File: config.mk
export PLATFORM = sky130hd
export DESIGN_NAME = instrDecodeStage
export DESIGN_NICKNAME = d
export VERILOG_FILES = /design/src/verilog/instrFormatPkg.sv /design/src/verilog/decodePkg.sv /design/src/verilog/decodeStore.sv /design/src/verilog/decodeLoad.sv /design/src/verilog/decodeBranch.sv /design/src/verilog/decodeImm.sv /design/src/verilog/instrDecodeStage.sv
export SDC_FILE = /design/constraint.sdc
export NUM_CORES = 1
export LEC_CHECK = 0
export BUFFER_PORTS_ARGS = -buffer_cell sky130_fd_sc_hd__buf_4
export CELL_PAD_IN_SITES_DETAIL_PLACEMENT = 1
export CELL_PAD_IN_SITES_GLOBAL_PLACEMENT = 1
export CORE_MARGIN = 10
export CORE_UTILIZATION = 27
export DETAILED_ROUTE_END_ITERATION = 6
export PLACE_DENSITY = 0.75
export SLEW_MARGIN = 15
export SYNTH_ARGS = -nofsm -noshare
export SYNTH_HDL_FRONTEND = slang
export SYNTH_SLANG_ARGS = --single-unit
File: constraint.sdc
create_clock -name clk -period 1.3 [get_ports clk]
set_input_delay 0 -clock clk [delete_from_list [all_inputs] [get_ports clk]]
set_output_delay 0 -clock clk [all_outputs]
set_load 0.03 [all_outputs]
File: src/verilog/instrFormatPkg.sv
package instrFormatPkg;

	// ========================================
	// Field widths
	// ========================================

	// Immediate carried by the ALU, load and store format
	localparam int IMM_I_WIDTH = 15;
	// Word displacement carried by the branch format
	localparam int DISP_B_WIDTH = 12;

	// Primary opcode, always in bits 6:0 of the word
	typedef enum logic [6:0] {
		OP_NOP   = 7'h00,
		OP_ADD   = 7'h01,
		OP_ADDI  = 7'h02,
		OP_LDB   = 7'h10,
		OP_LDW   = 7'h11,
		OP_LDT   = 7'h12,
		OP_LDO   = 7'h13,
		OP_STB   = 7'h18,
		OP_STW   = 7'h19,
		OP_STT   = 7'h1A,
		OP_STO   = 7'h1B,
		OP_STI   = 7'h1C,
		OP_STPTR = 7'h1D,
		OP_ASTF  = 7'h1E,
		OP_BCC   = 7'h20,
		OP_BRA   = 7'h21
	} opcode_t;

	typedef logic [4:0] regSpec_t;

	// ========================================
	// Instruction views
	// ========================================

	// Members are listed from the top bit down, so the opcode lands at 6:0
	typedef struct packed {
		logic [24:0] rest;
		opcode_t opcode;
	} anyFmt_t;

	// Register to register ALU form
	typedef struct packed {
		logic [9:0] func;
		regSpec_t rs2;
		regSpec_t rs1;
		regSpec_t rd;
		opcode_t opcode;
	} rFmt_t;

	// For stores the rd slot names the register holding the data
	typedef struct packed {
		logic [IMM_I_WIDTH-1:0] imm;
		regSpec_t rs1;
		regSpec_t rd;
		opcode_t opcode;
	} iFmt_t;

	// The compare and branch form has no destination
	typedef struct packed {
		logic [DISP_B_WIDTH-1:0] disp;
		logic [2:0] cond;
		regSpec_t rs2;
		regSpec_t rs1;
		opcode_t opcode;
	} bFmt_t;

	// One 32-bit word is read through whichever view its opcode calls for
	typedef union packed {
		anyFmt_t any;
		rFmt_t rType;
		iFmt_t iType;
		bFmt_t bType;
	} instruction_t;

endpackage

File: src/verilog/decodePkg.sv
package decodePkg;

	// ========================================
	// Decoded bundle widths
	// ========================================

	// Width of immediates and displacements handed to execute
	localparam int DEFAULT_DATA_WIDTH = 64;
	localparam int MEM_SIZE_WIDTH = 2;
	localparam int BR_COND_WIDTH = 3;

	// Memory access size, encoded as log2 of the byte count
	typedef enum logic [MEM_SIZE_WIDTH-1:0] {
		SZ_BYTE  = 2'd0,
		SZ_WYDE  = 2'd1,
		SZ_TETRA = 2'd2,
		SZ_OCTA  = 2'd3
	} memSize_t;

	// Branch conditions follow the cond field of the branch format
	// Unsigned compares sit above the signed ones
	// BC_ALWAYS takes the top code, which no conditional branch uses
	typedef enum logic [BR_COND_WIDTH-1:0] {
		BC_EQ     = 3'd0,
		BC_NE     = 3'd1,
		BC_LT     = 3'd2,
		BC_GE     = 3'd3,
		BC_LTU    = 3'd4,
		BC_GEU    = 3'd5,
		BC_ALWAYS = 3'd7
	} brCond_t;

endpackage

File: src/verilog/decodeStore.sv
`timescale 1ns/1ps

module decodeStore
(
	input instrFormatPkg::instruction_t instr,
	output logic isStore,
	output logic isAstf,
	output decodePkg::memSize_t storeSize
);

	import instrFormatPkg::*;
	import decodePkg::*;

	// ========================================
	// Store classification
	// ========================================

	// ASTF computes an address and writes no data, so it stays out of isStore
	always_comb
	begin
		isStore = 1'b0;
		isAstf = 1'b0;
		case (instr.any.opcode)
			OP_STB, OP_STW, OP_STT, OP_STO, OP_STI, OP_STPTR:
				isStore = 1'b1;
			OP_ASTF:
				isAstf = 1'b1;
			default:
				;
		endcase
	end

	// Access size of the store
	// Immediate and pointer stores always move a full octa
	always_comb
	begin
		case (instr.any.opcode)
			OP_STB:
				storeSize = SZ_BYTE;
			OP_STW:
				storeSize = SZ_WYDE;
			OP_STT:
				storeSize = SZ_TETRA;
			OP_STO, OP_STI, OP_STPTR:
				storeSize = SZ_OCTA;
			default:
				storeSize = SZ_BYTE;
		endcase
	end

endmodule

File: src/verilog/decodeLoad.sv
`timescale 1ns/1ps

module decodeLoad
(
	input instrFormatPkg::instruction_t instr,
	output logic isLoad,
	output decodePkg::memSize_t loadSize
);

	import instrFormatPkg::*;
	import decodePkg::*;

	// ========================================
	// Load classification
	// ========================================

	// Loads use the same size ladder as stores and climb from byte up to octa
	// Anything that is not a load reports a byte size with isLoad low
	always_comb
	begin
		isLoad = 1'b1;
		case (instr.any.opcode)
			OP_LDB:
				loadSize = SZ_BYTE;
			OP_LDW:
				loadSize = SZ_WYDE;
			OP_LDT:
				loadSize = SZ_TETRA;
			OP_LDO:
				loadSize = SZ_OCTA;
			default:
			begin
				isLoad = 1'b0;
				loadSize = SZ_BYTE;
			end
		endcase
	end

endmodule

File: src/verilog/decodeBranch.sv
`timescale 1ns/1ps

module decodeBranch
#(
	parameter int DataWidth = decodePkg::DEFAULT_DATA_WIDTH
)
(
	input instrFormatPkg::instruction_t instr,
	output logic isBranch,
	output decodePkg::brCond_t brCond,
	output logic [DataWidth-1:0] brDisp
);

	import instrFormatPkg::*;
	import decodePkg::*;

	// Displacement counts words, so two zero bits go below it
	logic [DataWidth-1:0] dispExt;

	// ========================================
	// Branch classification
	// ========================================

	// Top bits copy the displacement sign, then the field, then the word shift
	assign dispExt = {{(DataWidth - DISP_B_WIDTH - 2){instr.bType.disp[DISP_B_WIDTH-1]}},
		instr.bType.disp, 2'b00};

	// Conditional branches take their condition from the word itself
	// An unconditional branch ignores the cond field entirely
	always_comb
	begin
		isBranch = 1'b1;
		brCond = brCond_t'(instr.bType.cond);
		brDisp = dispExt;
		case (instr.any.opcode)
			OP_BCC:
				;
			OP_BRA:
				brCond = BC_ALWAYS;
			default:
			begin
				isBranch = 1'b0;
				brCond = BC_EQ;
				brDisp = '0;
			end
		endcase
	end

endmodule

File: src/verilog/decodeImm.sv
`timescale 1ns/1ps

module decodeImm
#(
	parameter int DataWidth = decodePkg::DEFAULT_DATA_WIDTH
)
(
	input instrFormatPkg::instruction_t instr,
	output logic hasImm,
	output logic [DataWidth-1:0] immValue
);

	import instrFormatPkg::*;

	// Sign-extended I-format immediate, valid whenever the format applies
	logic [DataWidth-1:0] immExt;

	// ========================================
	// Immediate selection
	// ========================================

	assign immExt = {{(DataWidth - IMM_I_WIDTH){instr.iType.imm[IMM_I_WIDTH-1]}},
		instr.iType.imm};

	// Every format with an immediate today is the I format
	// Loads and stores use it as the address offset, ADDI as the operand
	always_comb
	begin
		case (instr.any.opcode)
			OP_ADDI,
			OP_LDB, OP_LDW, OP_LDT, OP_LDO,
			OP_STB, OP_STW, OP_STT, OP_STO, OP_STI,
			OP_STPTR, OP_ASTF:
				hasImm = 1'b1;
			default:
				hasImm = 1'b0;
		endcase
	end

	// Zero rather than stray field bits when there is no immediate
	always_comb
	begin
		if (hasImm)
			immValue = immExt;
		else
			immValue = '0;
	end

endmodule

File: src/verilog/instrDecodeStage.sv
`timescale 1ns/1ps

module instrDecodeStage
#(
	parameter int DataWidth = decodePkg::DEFAULT_DATA_WIDTH
)
(
	input logic clk,
	input logic rstN,
	input instrFormatPkg::instruction_t instr,
	input logic instrValid,
	input logic stall,
	output logic outValid,
	output logic isStore,
	output logic isAstf,
	output logic isLoad,
	output logic isBranch,
	output logic hasImm,
	output logic writesRd,
	output decodePkg::memSize_t memSize,
	output decodePkg::brCond_t brCond,
	output instrFormatPkg::regSpec_t rd,
	output instrFormatPkg::regSpec_t rs1,
	output instrFormatPkg::regSpec_t rs2,
	output logic [DataWidth-1:0] immValue,
	output logic [DataWidth-1:0] brDisp
);

	import instrFormatPkg::*;
	import decodePkg::*;

	// Combinational results of the classifiers, sampled at the stage register
	logic decIsStore;
	logic decIsAstf;
	logic decIsLoad;
	logic decIsBranch;
	logic decHasImm;
	logic decWritesRd;
	memSize_t decStoreSize;
	memSize_t decLoadSize;
	memSize_t decMemSize;
	brCond_t decBrCond;
	regSpec_t decRd;
	regSpec_t decRs1;
	regSpec_t decRs2;
	logic [DataWidth-1:0] decImmValue;
	logic [DataWidth-1:0] decBrDisp;

	// ========================================
	// Classifiers
	// ========================================

	decodeStore uStore (.instr(instr), .isStore(decIsStore), .isAstf(decIsAstf),
		.storeSize(decStoreSize));

	decodeLoad uLoad (.instr(instr), .isLoad(decIsLoad), .loadSize(decLoadSize));

	decodeBranch #(.DataWidth(DataWidth)) uBranch (.instr(instr), .isBranch(decIsBranch),
		.brCond(decBrCond), .brDisp(decBrDisp));

	decodeImm #(.DataWidth(DataWidth)) uImm (.instr(instr), .hasImm(decHasImm),
		.immValue(decImmValue));

	// ========================================
	// Register fields and bundle
	// ========================================

	// Branch words place rs1 and rs2 low and carry no destination
	// I-format words have no rs2 and everything else reads the R view
	always_comb
	begin
		if (decIsBranch)
		begin
			decRd = '0;
			decRs1 = instr.bType.rs1;
			decRs2 = instr.bType.rs2;
		end
		else if (decHasImm)
		begin
			decRd = instr.iType.rd;
			decRs1 = instr.iType.rs1;
			decRs2 = '0;
		end
		else
		begin
			decRd = instr.rType.rd;
			decRs1 = instr.rType.rs1;
			decRs2 = instr.rType.rs2;
		end
	end

	// Register 0 is hardwired, so a write to it is dropped here instead of downstream
	assign decWritesRd = (instr.any.opcode != OP_NOP) && !decIsStore && !decIsAstf &&
		!decIsBranch && (decRd != '0);

	// Size comes from the load side only for loads and from the store side otherwise
	assign decMemSize = decIsLoad ? decLoadSize : decStoreSize;

	// The stage register is held as a whole while the later stages stall
	// Flags are qualified by instrValid so an empty slot never looks like work
	always_ff @(posedge clk or negedge rstN)
	begin
		if (!rstN)
		begin
			outValid <= 1'b0;
			isStore <= 1'b0;
			isAstf <= 1'b0;
			isLoad <= 1'b0;
			isBranch <= 1'b0;
			hasImm <= 1'b0;
			writesRd <= 1'b0;
			memSize <= SZ_BYTE;
			brCond <= BC_EQ;
			rd <= '0;
			rs1 <= '0;
			rs2 <= '0;
			immValue <= '0;
			brDisp <= '0;
		end
		else if (!stall)
		begin
			outValid <= instrValid;
			isStore <= instrValid & decIsStore;
			isAstf <= instrValid & decIsAstf;
			isLoad <= instrValid & decIsLoad;
			isBranch <= instrValid & decIsBranch;
			hasImm <= instrValid & decHasImm;
			writesRd <= instrValid & decWritesRd;
			memSize <= decMemSize;
			brCond <= decBrCond;
			rd <= decRd;
			rs1 <= decRs1;
			rs2 <= decRs2;
			immValue <= decImmValue;
			brDisp <= decBrDisp;
		end
	end

endmodule

; Word level (Yosys, flattened, before mapping)
; Memory sizes are Yosys's and may differ from the RTL's.
; Cells that the tools add are included.
[op_classes]
n_bitwise = 6
reduce_logical = 14
n_eq_ne = 13
mux = 15
[ops]
columns = cell, count
row1 = 2-to-1 mux 64 bit, 2
row2 = == test 7 x 5 -> 1 bit (second input constant), 11
row3 = 2-to-1 mux 5 bit, 4
row4 = == test 7 x 6 -> 1 bit (second input constant), 2
row5 = one-hot mux 2 bit (3 select lines), 2
row6 = nonzero test 7 bit, 1
row7 = AND 1 bit, 6
row8 = one-hot mux 3 bit (2 select lines), 1
row9 = OR reduction 6 bit, 1
row10 = 2-to-1 mux 1 bit, 5
row11 = nonzero test 5 bit, 1
row12 = logical AND 1 bit, 4
row13 = OR reduction 4 bit, 1
row14 = logical NOT 1 bit, 3
row15 = OR reduction 3 bit, 1
row16 = logical NOT 2 bit, 1
row17 = 2-to-1 mux 2 bit, 1
row18 = OR reduction 2 bit, 1
[word_totals]
rom_bits = 32
in_bits = 36
mem_count = 1
out_inout_bits = 155
ff_bits = 155
[memory_table]
columns = memory, depth, width, read_ports, rd_ports_with_merged_regs, wr, line_no
row1 = (name not given), 32, 1, 1, 0, 0, decodeImm.sv:29  ; case (instr.any.opcode)

; Longest topological paths before layout
; Gate-level depths: netlist of run 1.
[logic_depth]
ltp_word = 9
mapped_depth = 7
ltp_nobuf = 4

; Modules after synthesis
; A second synthesis of run 1 with hierarchy kept.
[hier_totals]
hier_cells = 544
hier_area_um2 = 7094.3
[by_module_without_submodules]
columns = mod, area_each_um2, n_inst, seq_area_each_um2, cells_each
row1 = instrDecodeStage, 5889.4, 1, 3878.7, 385
row2 = decodeBranch, 556.8, 1, 0.0, 73
row3 = decodeImm, 536.8, 1, 0.0, 70
row4 = decodeStore, 75.1, 1, 0.0, 9
row5 = decodeLoad, 36.3, 1, 0.0, 7

; Worst setup path after synthesis of run 1
; Ideal clock, no wire load.
[synth_path]
path_type = input to register
from = input instr[2] (netlist bit)
to = register rs1[3]
required_time_ns = 1.171
arrival_time_ns = 1.446
path_slack_ns = -0.275
path_stages = 7
path_cell_list = buf_6 > or4_4 > or3b_1 > buf_6 > buf_6 > mux2i_1 > o21ai_1
[synth_via]
elab_chain_cells = 4
[synth_rtl]
columns = item, line_no
row1 = from (decl), instrDecodeStage.sv:10  ; input instrFormatPkg::instruction_t instr,
row2 = == test 7 x 6 -> 1 bit, decodeBranch.sv:35  ; case (instr.any.opcode)
row3 = OR reduction 2 bit (no source line) *, --
row4 = 2-to-1 mux 1 bit *, decodeBranch.sv:35
row5 = 2-to-1 mux 5 bit *, instrDecodeStage.sv:72  ; if (decIsBranch)
row6 = to (signal assigned), instrDecodeStage.sv:132  ; rs1 <= decRs1;
row7 = to (decl), instrDecodeStage.sv:23  ; output instrFormatPkg::regSpec_t rs1,
; Every way passes the cells marked *; elsewhere a longest branch is shown, timed or not.
; A chain may end at the register's enable or synchronous reset.

; Worst setup path in the final report of run 1
[layout_path]
from = input instr[2] (netlist bit)
to = register rs1[4]
; Same word-level chain as after synthesis.

==> out/metrics.cfg, run 1 <==
[status]
status=finished with violations
failed_checks=hold timing

[sta]
fmax_mhz=776.8
slew_violations=0
holdWs_ns=-0.007584
fin_crit_ns=1.287
fin_worst_skew_ns=0
worst_slack_ns=0.01272
finalSetupTns_ns=0
fin_crit_sh_pct=99.02
grt_setup_unrepaired=yes
setup_violations=0
hold_viol=2

[clock_tree]
clk_pin_slew_ns=0.08
insertion_delay_ns=0.29
clock-sinks=54
root_buffer=clkbuf_16
cts_buffer_depth=2
cts_buffers=5
cts_tree=done
htree_num_levels=2

[cells_and_area]
n_antenna_cell=0
drive_above_1_share_pct=48.16
final_core_util_pct=40.48
fillers=1274
syn2layout_area_growth_pct=45.72
fin_area_um2=4427
layout.nets=498

[placement]
port_buffers=188
gp_congestion=0.8594
dpl-instance-area_um2=4009
dpl_worst_slack_ns=-0.4015
dpl.hpwl_mm=8.467

[worst_setup_path]
path_depth=6
crit_chain=buf_6 > or4_4 > or3b_4 > buf_8 > mux2i_2 > o21ai_1
critical_path_arrival_ns=1.46
rrSetupSlack_ns=0.37
cp-end-kind=flip-flop
crit_required_ns=1.47
rr_startpoint=rs2[2]
cpPeakStageDelay_ns=0.54
cpMaxStageDelayCell=or4_4
path_class=input port to flip-flop
cp_top_family=simple AND/OR/NAND/NOR gates
crit_fanout=6
r2r_end=rs2[2]
critPathBufInv=2
start_kind=input port
timing.reg2reg.worst_path_depth=3

[drt]
vias=2660
wl_per_cell_um=18.03
drtIter0Drc=155
ant_nets=0
drc=0
vias_per_cell=4.411
wl_mm=10.87
firstDrtPassIters=4

[synth]
yosys-top-cells-area=dfrtp_1 44%, buf_4 25%, nand2_1 9.1%, o21ai_0 8.1%, mux2i_1 2.3%
yosysMostFrequentCell=buf_4
synthDistinctLibCells=27
syn_inst=340
yosys.area.top_type=dfrtp_1
synthArstFlopShare_pct=100.0
synthTopCellsByCount=101 x buf_4, 74 x nand2_1, 54 x dfrtp_1
yosysWarnings=0
synth_edf_count=0
netlist_area_um2=3038
ys_seq_area_share_pct=44.48
synth-seq-cells=54
ys.flop_type=dfrtp_1
netlist.area_leader.share_pct=44.48
avgSynthCellArea_um2=8.935

[global_route]
grtUsageTotal_pct=12.55
antenna_found_initial=0
grt_max_degree=53
grt_pass1_wl_mm=16.62
grt_pass1_vias=2870
overflow=0

[job]
cap_violations=0

[die]
coreArea_um2=10940
io_pins=191
rows=38
die_w_um=126.1
fp.dieArea_um2=15890
start_util_pct=27.78
die_h_um=126.1

[pwr]
leakage_nw=2.331
p_per_area_nw_per_um2=951.4
vdd_ir_drop_max_mv=0.6018

[worst_hold_path]
holdPathStages=3
min_from=instr[31]
whs_endpoint=brDisp[62]
hp-class=input port to flip-flop

[metrics by stage]
stage / instances / total power, mW / hold WS (ns)
final: 603 / 4.211 / -0.007584
after global routing: 603 / 4.417 / 0.02272
after CTS: 603 / 4.271 / 0.0002175
after detailed placement: 573 / 2.800 / -0.06526
after global placement: 573 / 2.783 / -0.07030
after floorplan: 341 / 2.398 / -0.2956
[metal layers]
metal / up-vias / global-route usage, % / routed length (µm)
met1: 1258 / 13.86 / 4258
li1: 1257 / - / -
met4: 0 / 2.076 / 140
met3: 8 / 6.334 / 1281
met5: - / 0 / 0
met2: 137 / 21.50 / 5194
[placed cells by master, fill, tap and decap left out, types with 2 or more instances in the layout]
cell type,count
and2_1,6
a31oi_1,5
buf_12,5
dfrtp_1,52
nand2_1,74
o21ai_1,11
nor2_1,4
o31ai_1,6
clkbuf_16,5
dfrtp_2,2
buf_4,200
buf_6,2
dlygate4sd3_1,21
o21ai_0,40
nor3_1,2
clkinv_4,2
inv_1,2
conb_1,2
mux2i_1,6
[sequential cells by signal (all words and copies together) (netlist names), 2 cells and up]
signal,flops
rs1,5
brDisp,12
brCond,3
rs2,5
memSize,2
rd,5
immValue,15
[layout make-up]
| type | count | area (µm²) | area share [%] |
|---|---|---|---|
| clock inverters | 3 | 28.78 | 0.6501 |
| repair buffers | 230 | 1882 | 42.51 |
| flip-flops and latches | 54 | 1354 | 30.58 |
| well taps | 140 | 175.2 | 3.957 |
| multi-input cells | 169 | 854.6 | 19.30 |
| clock buffers | 5 | 125.1 | 2.826 |
| inverters | 2 | 7.507 | 0.1696 |
[worst min-delay path, cell delays in order]
cell and delay [ns]:
buf_4 0.11, nand2_1 0.07, o21ai_1 0.07
[how the worst max path moves through the flow]
| stage | from | end | slack [ns] |
|---|---|---|---|
| after floorplan | instr[2] | rs1[3] | -0.20 |
| after global placement | instr[1] | rs1[1] | -0.35 |
| after detailed placement | instr[1] | rs1[1] | -0.40 |
| after CTS | instr[2] | rd[0] | -0.007 |
| after global routing | instr[2] | rs1[4] | -0.02 |
| final | instr[2] | rs1[4] | 0.01 |
[power breakdown]
part,internal [mW],switching [mW]
Clock,0.736,0.663
Sequential,1.75,0.0485
Combinational,0.396,0.614
[logic make-up (layout without fill, tap and decap cells)]
kind of cell	count (synthesis)	count (layout)	share of synthesized area [%]
and+or+nand+nor	93	93	13.06
buffers and inverters	118	240	27.88
other	1	2	0.1234
AOI/OAI and AO/OA	67	67	12.15
muxes	7	7	2.307
DFF	54	54	44.48
[timing repair]
item,CTS,global route
setup endpoints to repair,6,9
setup buffers,0,0
cloned,1,0
pin swaps,2,1
resized for setup,3,4
hold buffers,21,0
hold endpoints to repair,81,0
Note: power is estimated with default switching activity, not from simulation.
==> inputs of run 2 (changes only) <==
==> constraint.sdc (replaced) <==
create_clock -name clk -period 1.3 [get_ports clk]
set_input_delay 0.195 -clock clk [delete_from_list [all_inputs] [get_ports clk]]
set_output_delay 0.195 -clock clk [all_outputs]
set_load 0.03 [all_outputs]
==> run 2 against run 1 <==
Clock power is 9% higher. Register-to-register slack worse by 0.22 ns. Maximum frequency is 14% lower. Critical path depth stayed put. Largest cell class unchanged. Flip-flop and latch count stayed put. Global-route usage is 2.9 points higher. Clock skew stayed put. Highest routed layer unchanged. Cell count is 2.7% higher. The run ends with setup timing left. Die area stayed put. Routed wire length is 27% higher. Critical path type unchanged.
==> out/metrics.cfg, run 2 (same netlist as run 1, synthesis figures left out) <==
[global_route]
grt_pass1_vias=3150  ; +9.8%
antenna_found_initial=0  ; unchanged
use_met1_pct=17.70  ; +3.8 points
overflow=0  ; unchanged
grt_max_degree=40  ; -25%
grt.met2_usage_pct=27.24  ; +5.7 points
grt.met3_usage_pct=6.334  ; unchanged
grt_pass1_wl_mm=19.94  ; +20%
top_usage_layer=met2
grtUsageTotal_pct=15.48  ; +2.9 points

[sta]
fin_crit_ns=1.493  ; +0.2062 ns
grt_setup_unrepaired=yes
fin_crit_sh_pct=114.9  ; +16 points
setup_violations=133  ; +133
hold_viol=0  ; -2
finalSetupTns_ns=-17.10  ; -17.10 ns
worst_slack_ns=-0.1935  ; -0.2062 ns
holdWs_ns=0.1656  ; +0.1732 ns
fmax_mhz=669.6  ; -14%
fin_worst_skew_ns=0  ; unchanged
slew_violations=0  ; unchanged

[cells_and_area]
syn2layout_area_growth_pct=82.83
fillers=1153  ; -9.5%
drive_above_1_share_pct=62.63  ; +14 points
reg_top3=immValue (15), brDisp (12)
n_antenna_cell=0  ; unchanged
largest_register=immValue
multiInputGateArea_um2=1119  ; +31%
largest_reg_flops=15  ; unchanged
layout_common_cells=121 x buf_4, 69 x nand2_1, 55 x buf_6, 52 x dfrtp_1, 51 x buf_8
final_common_cell=buf_4
seq_area_um2=1359  ; +0.37%
layout.nets=514  ; +3.2%

[job]
cap_violations=0  ; unchanged

[clock_tree]
cts_tree=done
cts_buffer_depth=2  ; unchanged
clock-sinks=54  ; unchanged
root_buffer=clkbuf_16
clk_pin_slew_ns=0.07  ; about the same
insertion_delay_ns=0.29  ; about the same
htree_num_levels=2  ; unchanged
cts_buffers=5  ; unchanged

[worst_setup_path]
start_kind=input port
cpMaxStageDelayCell=or4_4
critPathBufInv=2  ; unchanged
crit_required_ns=1.47  ; about the same
crit_chain=buf_6 > or4_4 > or3b_4 > buf_12 > mux2i_2 > o21ai_1
path_class=input port to flip-flop
crit_fanout=6  ; unchanged
cp-end-kind=flip-flop
cpPeakStageDelay_ns=0.54  ; about the same
critical_path_arrival_ns=1.67  ; +0.21 ns
cp_top_family=simple AND/OR/NAND/NOR gates

[pwr]
p_per_area_nw_per_um2=824.2  ; -13%
vdd_ir_drop_max_mv=0.6098  ; +1.3%
leakage_nw=2.707  ; +16%

[placement]
port_buffers=188  ; unchanged
gp_congestion=0.8369  ; -2.6%
dpl_worst_slack_ns=-0.5680  ; -0.1664 ns
dpl.hpwl_mm=8.697  ; +2.7%

[worst_hold_path]
hp-class=input port to flip-flop

[die]
fp.dieArea_um2=15890  ; unchanged
rows=38  ; unchanged
coreArea_um2=10940  ; unchanged
io_pins=191  ; unchanged
die_h_um=126.1  ; unchanged
start_util_pct=27.78  ; unchanged
die_w_um=126.1  ; unchanged

[drt]
wl_mm=13.84  ; +27%
drc=0  ; unchanged
vias_per_cell=4.606  ; +4.4%
ant_nets=0  ; unchanged
firstDrtPassIters=4  ; unchanged
vias=2851  ; +7.2%
drtIter0Drc=153  ; -1.3%
wl_per_cell_um=22.36  ; +24%

[status]
failed_checks=setup timing
status=finished with violations

run 2: metal layers:
layer  up-vias  routed length (µm)
met5         -                   0
li1       1291                   -
met1      1412                5332
met3        10                1180
met4         0                  92
met2       138                7233
run 2: tightest hold or removal path, cell delays in order:
cell and delay (ns):
buf_4 0.13, nand2_4 0.06, o21ai_1 0.04
run 2: report_power, final:
| group | switching [mW] | total [mW] | internal (mW) | leakage (nW) |
|---|---|---|---|---|
| sequential | 0.0520 | 1.81 | 1.76 | 0.717 |
| clock | 0.618 | 1.52 | 0.903 | 0.0836 |
| combinational | 0.711 | 1.25 | 0.539 | 1.91 |
| total | 1.38 | 4.58 | 3.20 | 2.71 |
run 2: final timing paths:
check,startpoint,slack (ns),cells past startpoint,end
worst max-delay path,instr[2],-0.19,6,rs1[4]
worst min-delay path,instr[9],0.17,3,rd[2]
worst max register to register,immValue[62],0.15,5,immValue[62]
worst min register to register,immValue[3],0.50,2,immValue[3]
max in group asynchronous,rstN,0.45,3,isBranch
min in group asynchronous,rstN,0.37,2,immValue[2]
run 2: layout make-up:
type / instances / area share, %
clock buffers: 5 / 2.253
clock inverters: 3 / 0.7209
inverters: 2 / 0.1352
multi-input cells: 169 / 20.14
flip-flops and latches: 54 / 24.46
well taps: 140 / 3.154
repair buffers: 246 / 49.13
run 2: per-stage QoR:
stage,power [mW],util [%],area [µm²],std cells
global placement,2.791,36.82,4026,578
detailed placement,2.811,36.82,4026,578
finish,4.577,50.79,5554,619
CTS,4.508,46.36,5070,614
global route,4.780,50.79,5554,619
floorplan,2.401,-,3058,341
run 2: timing repair:
item                                    CTS  global route
endpoints found under the setup margin  133           149
hold buffers                              1             0
buffers inserted                         17             5
hold endpoints to repair                 23             0
gates resized for setup                 153           113
pin swaps                                19            14
gates cloned                             10             2
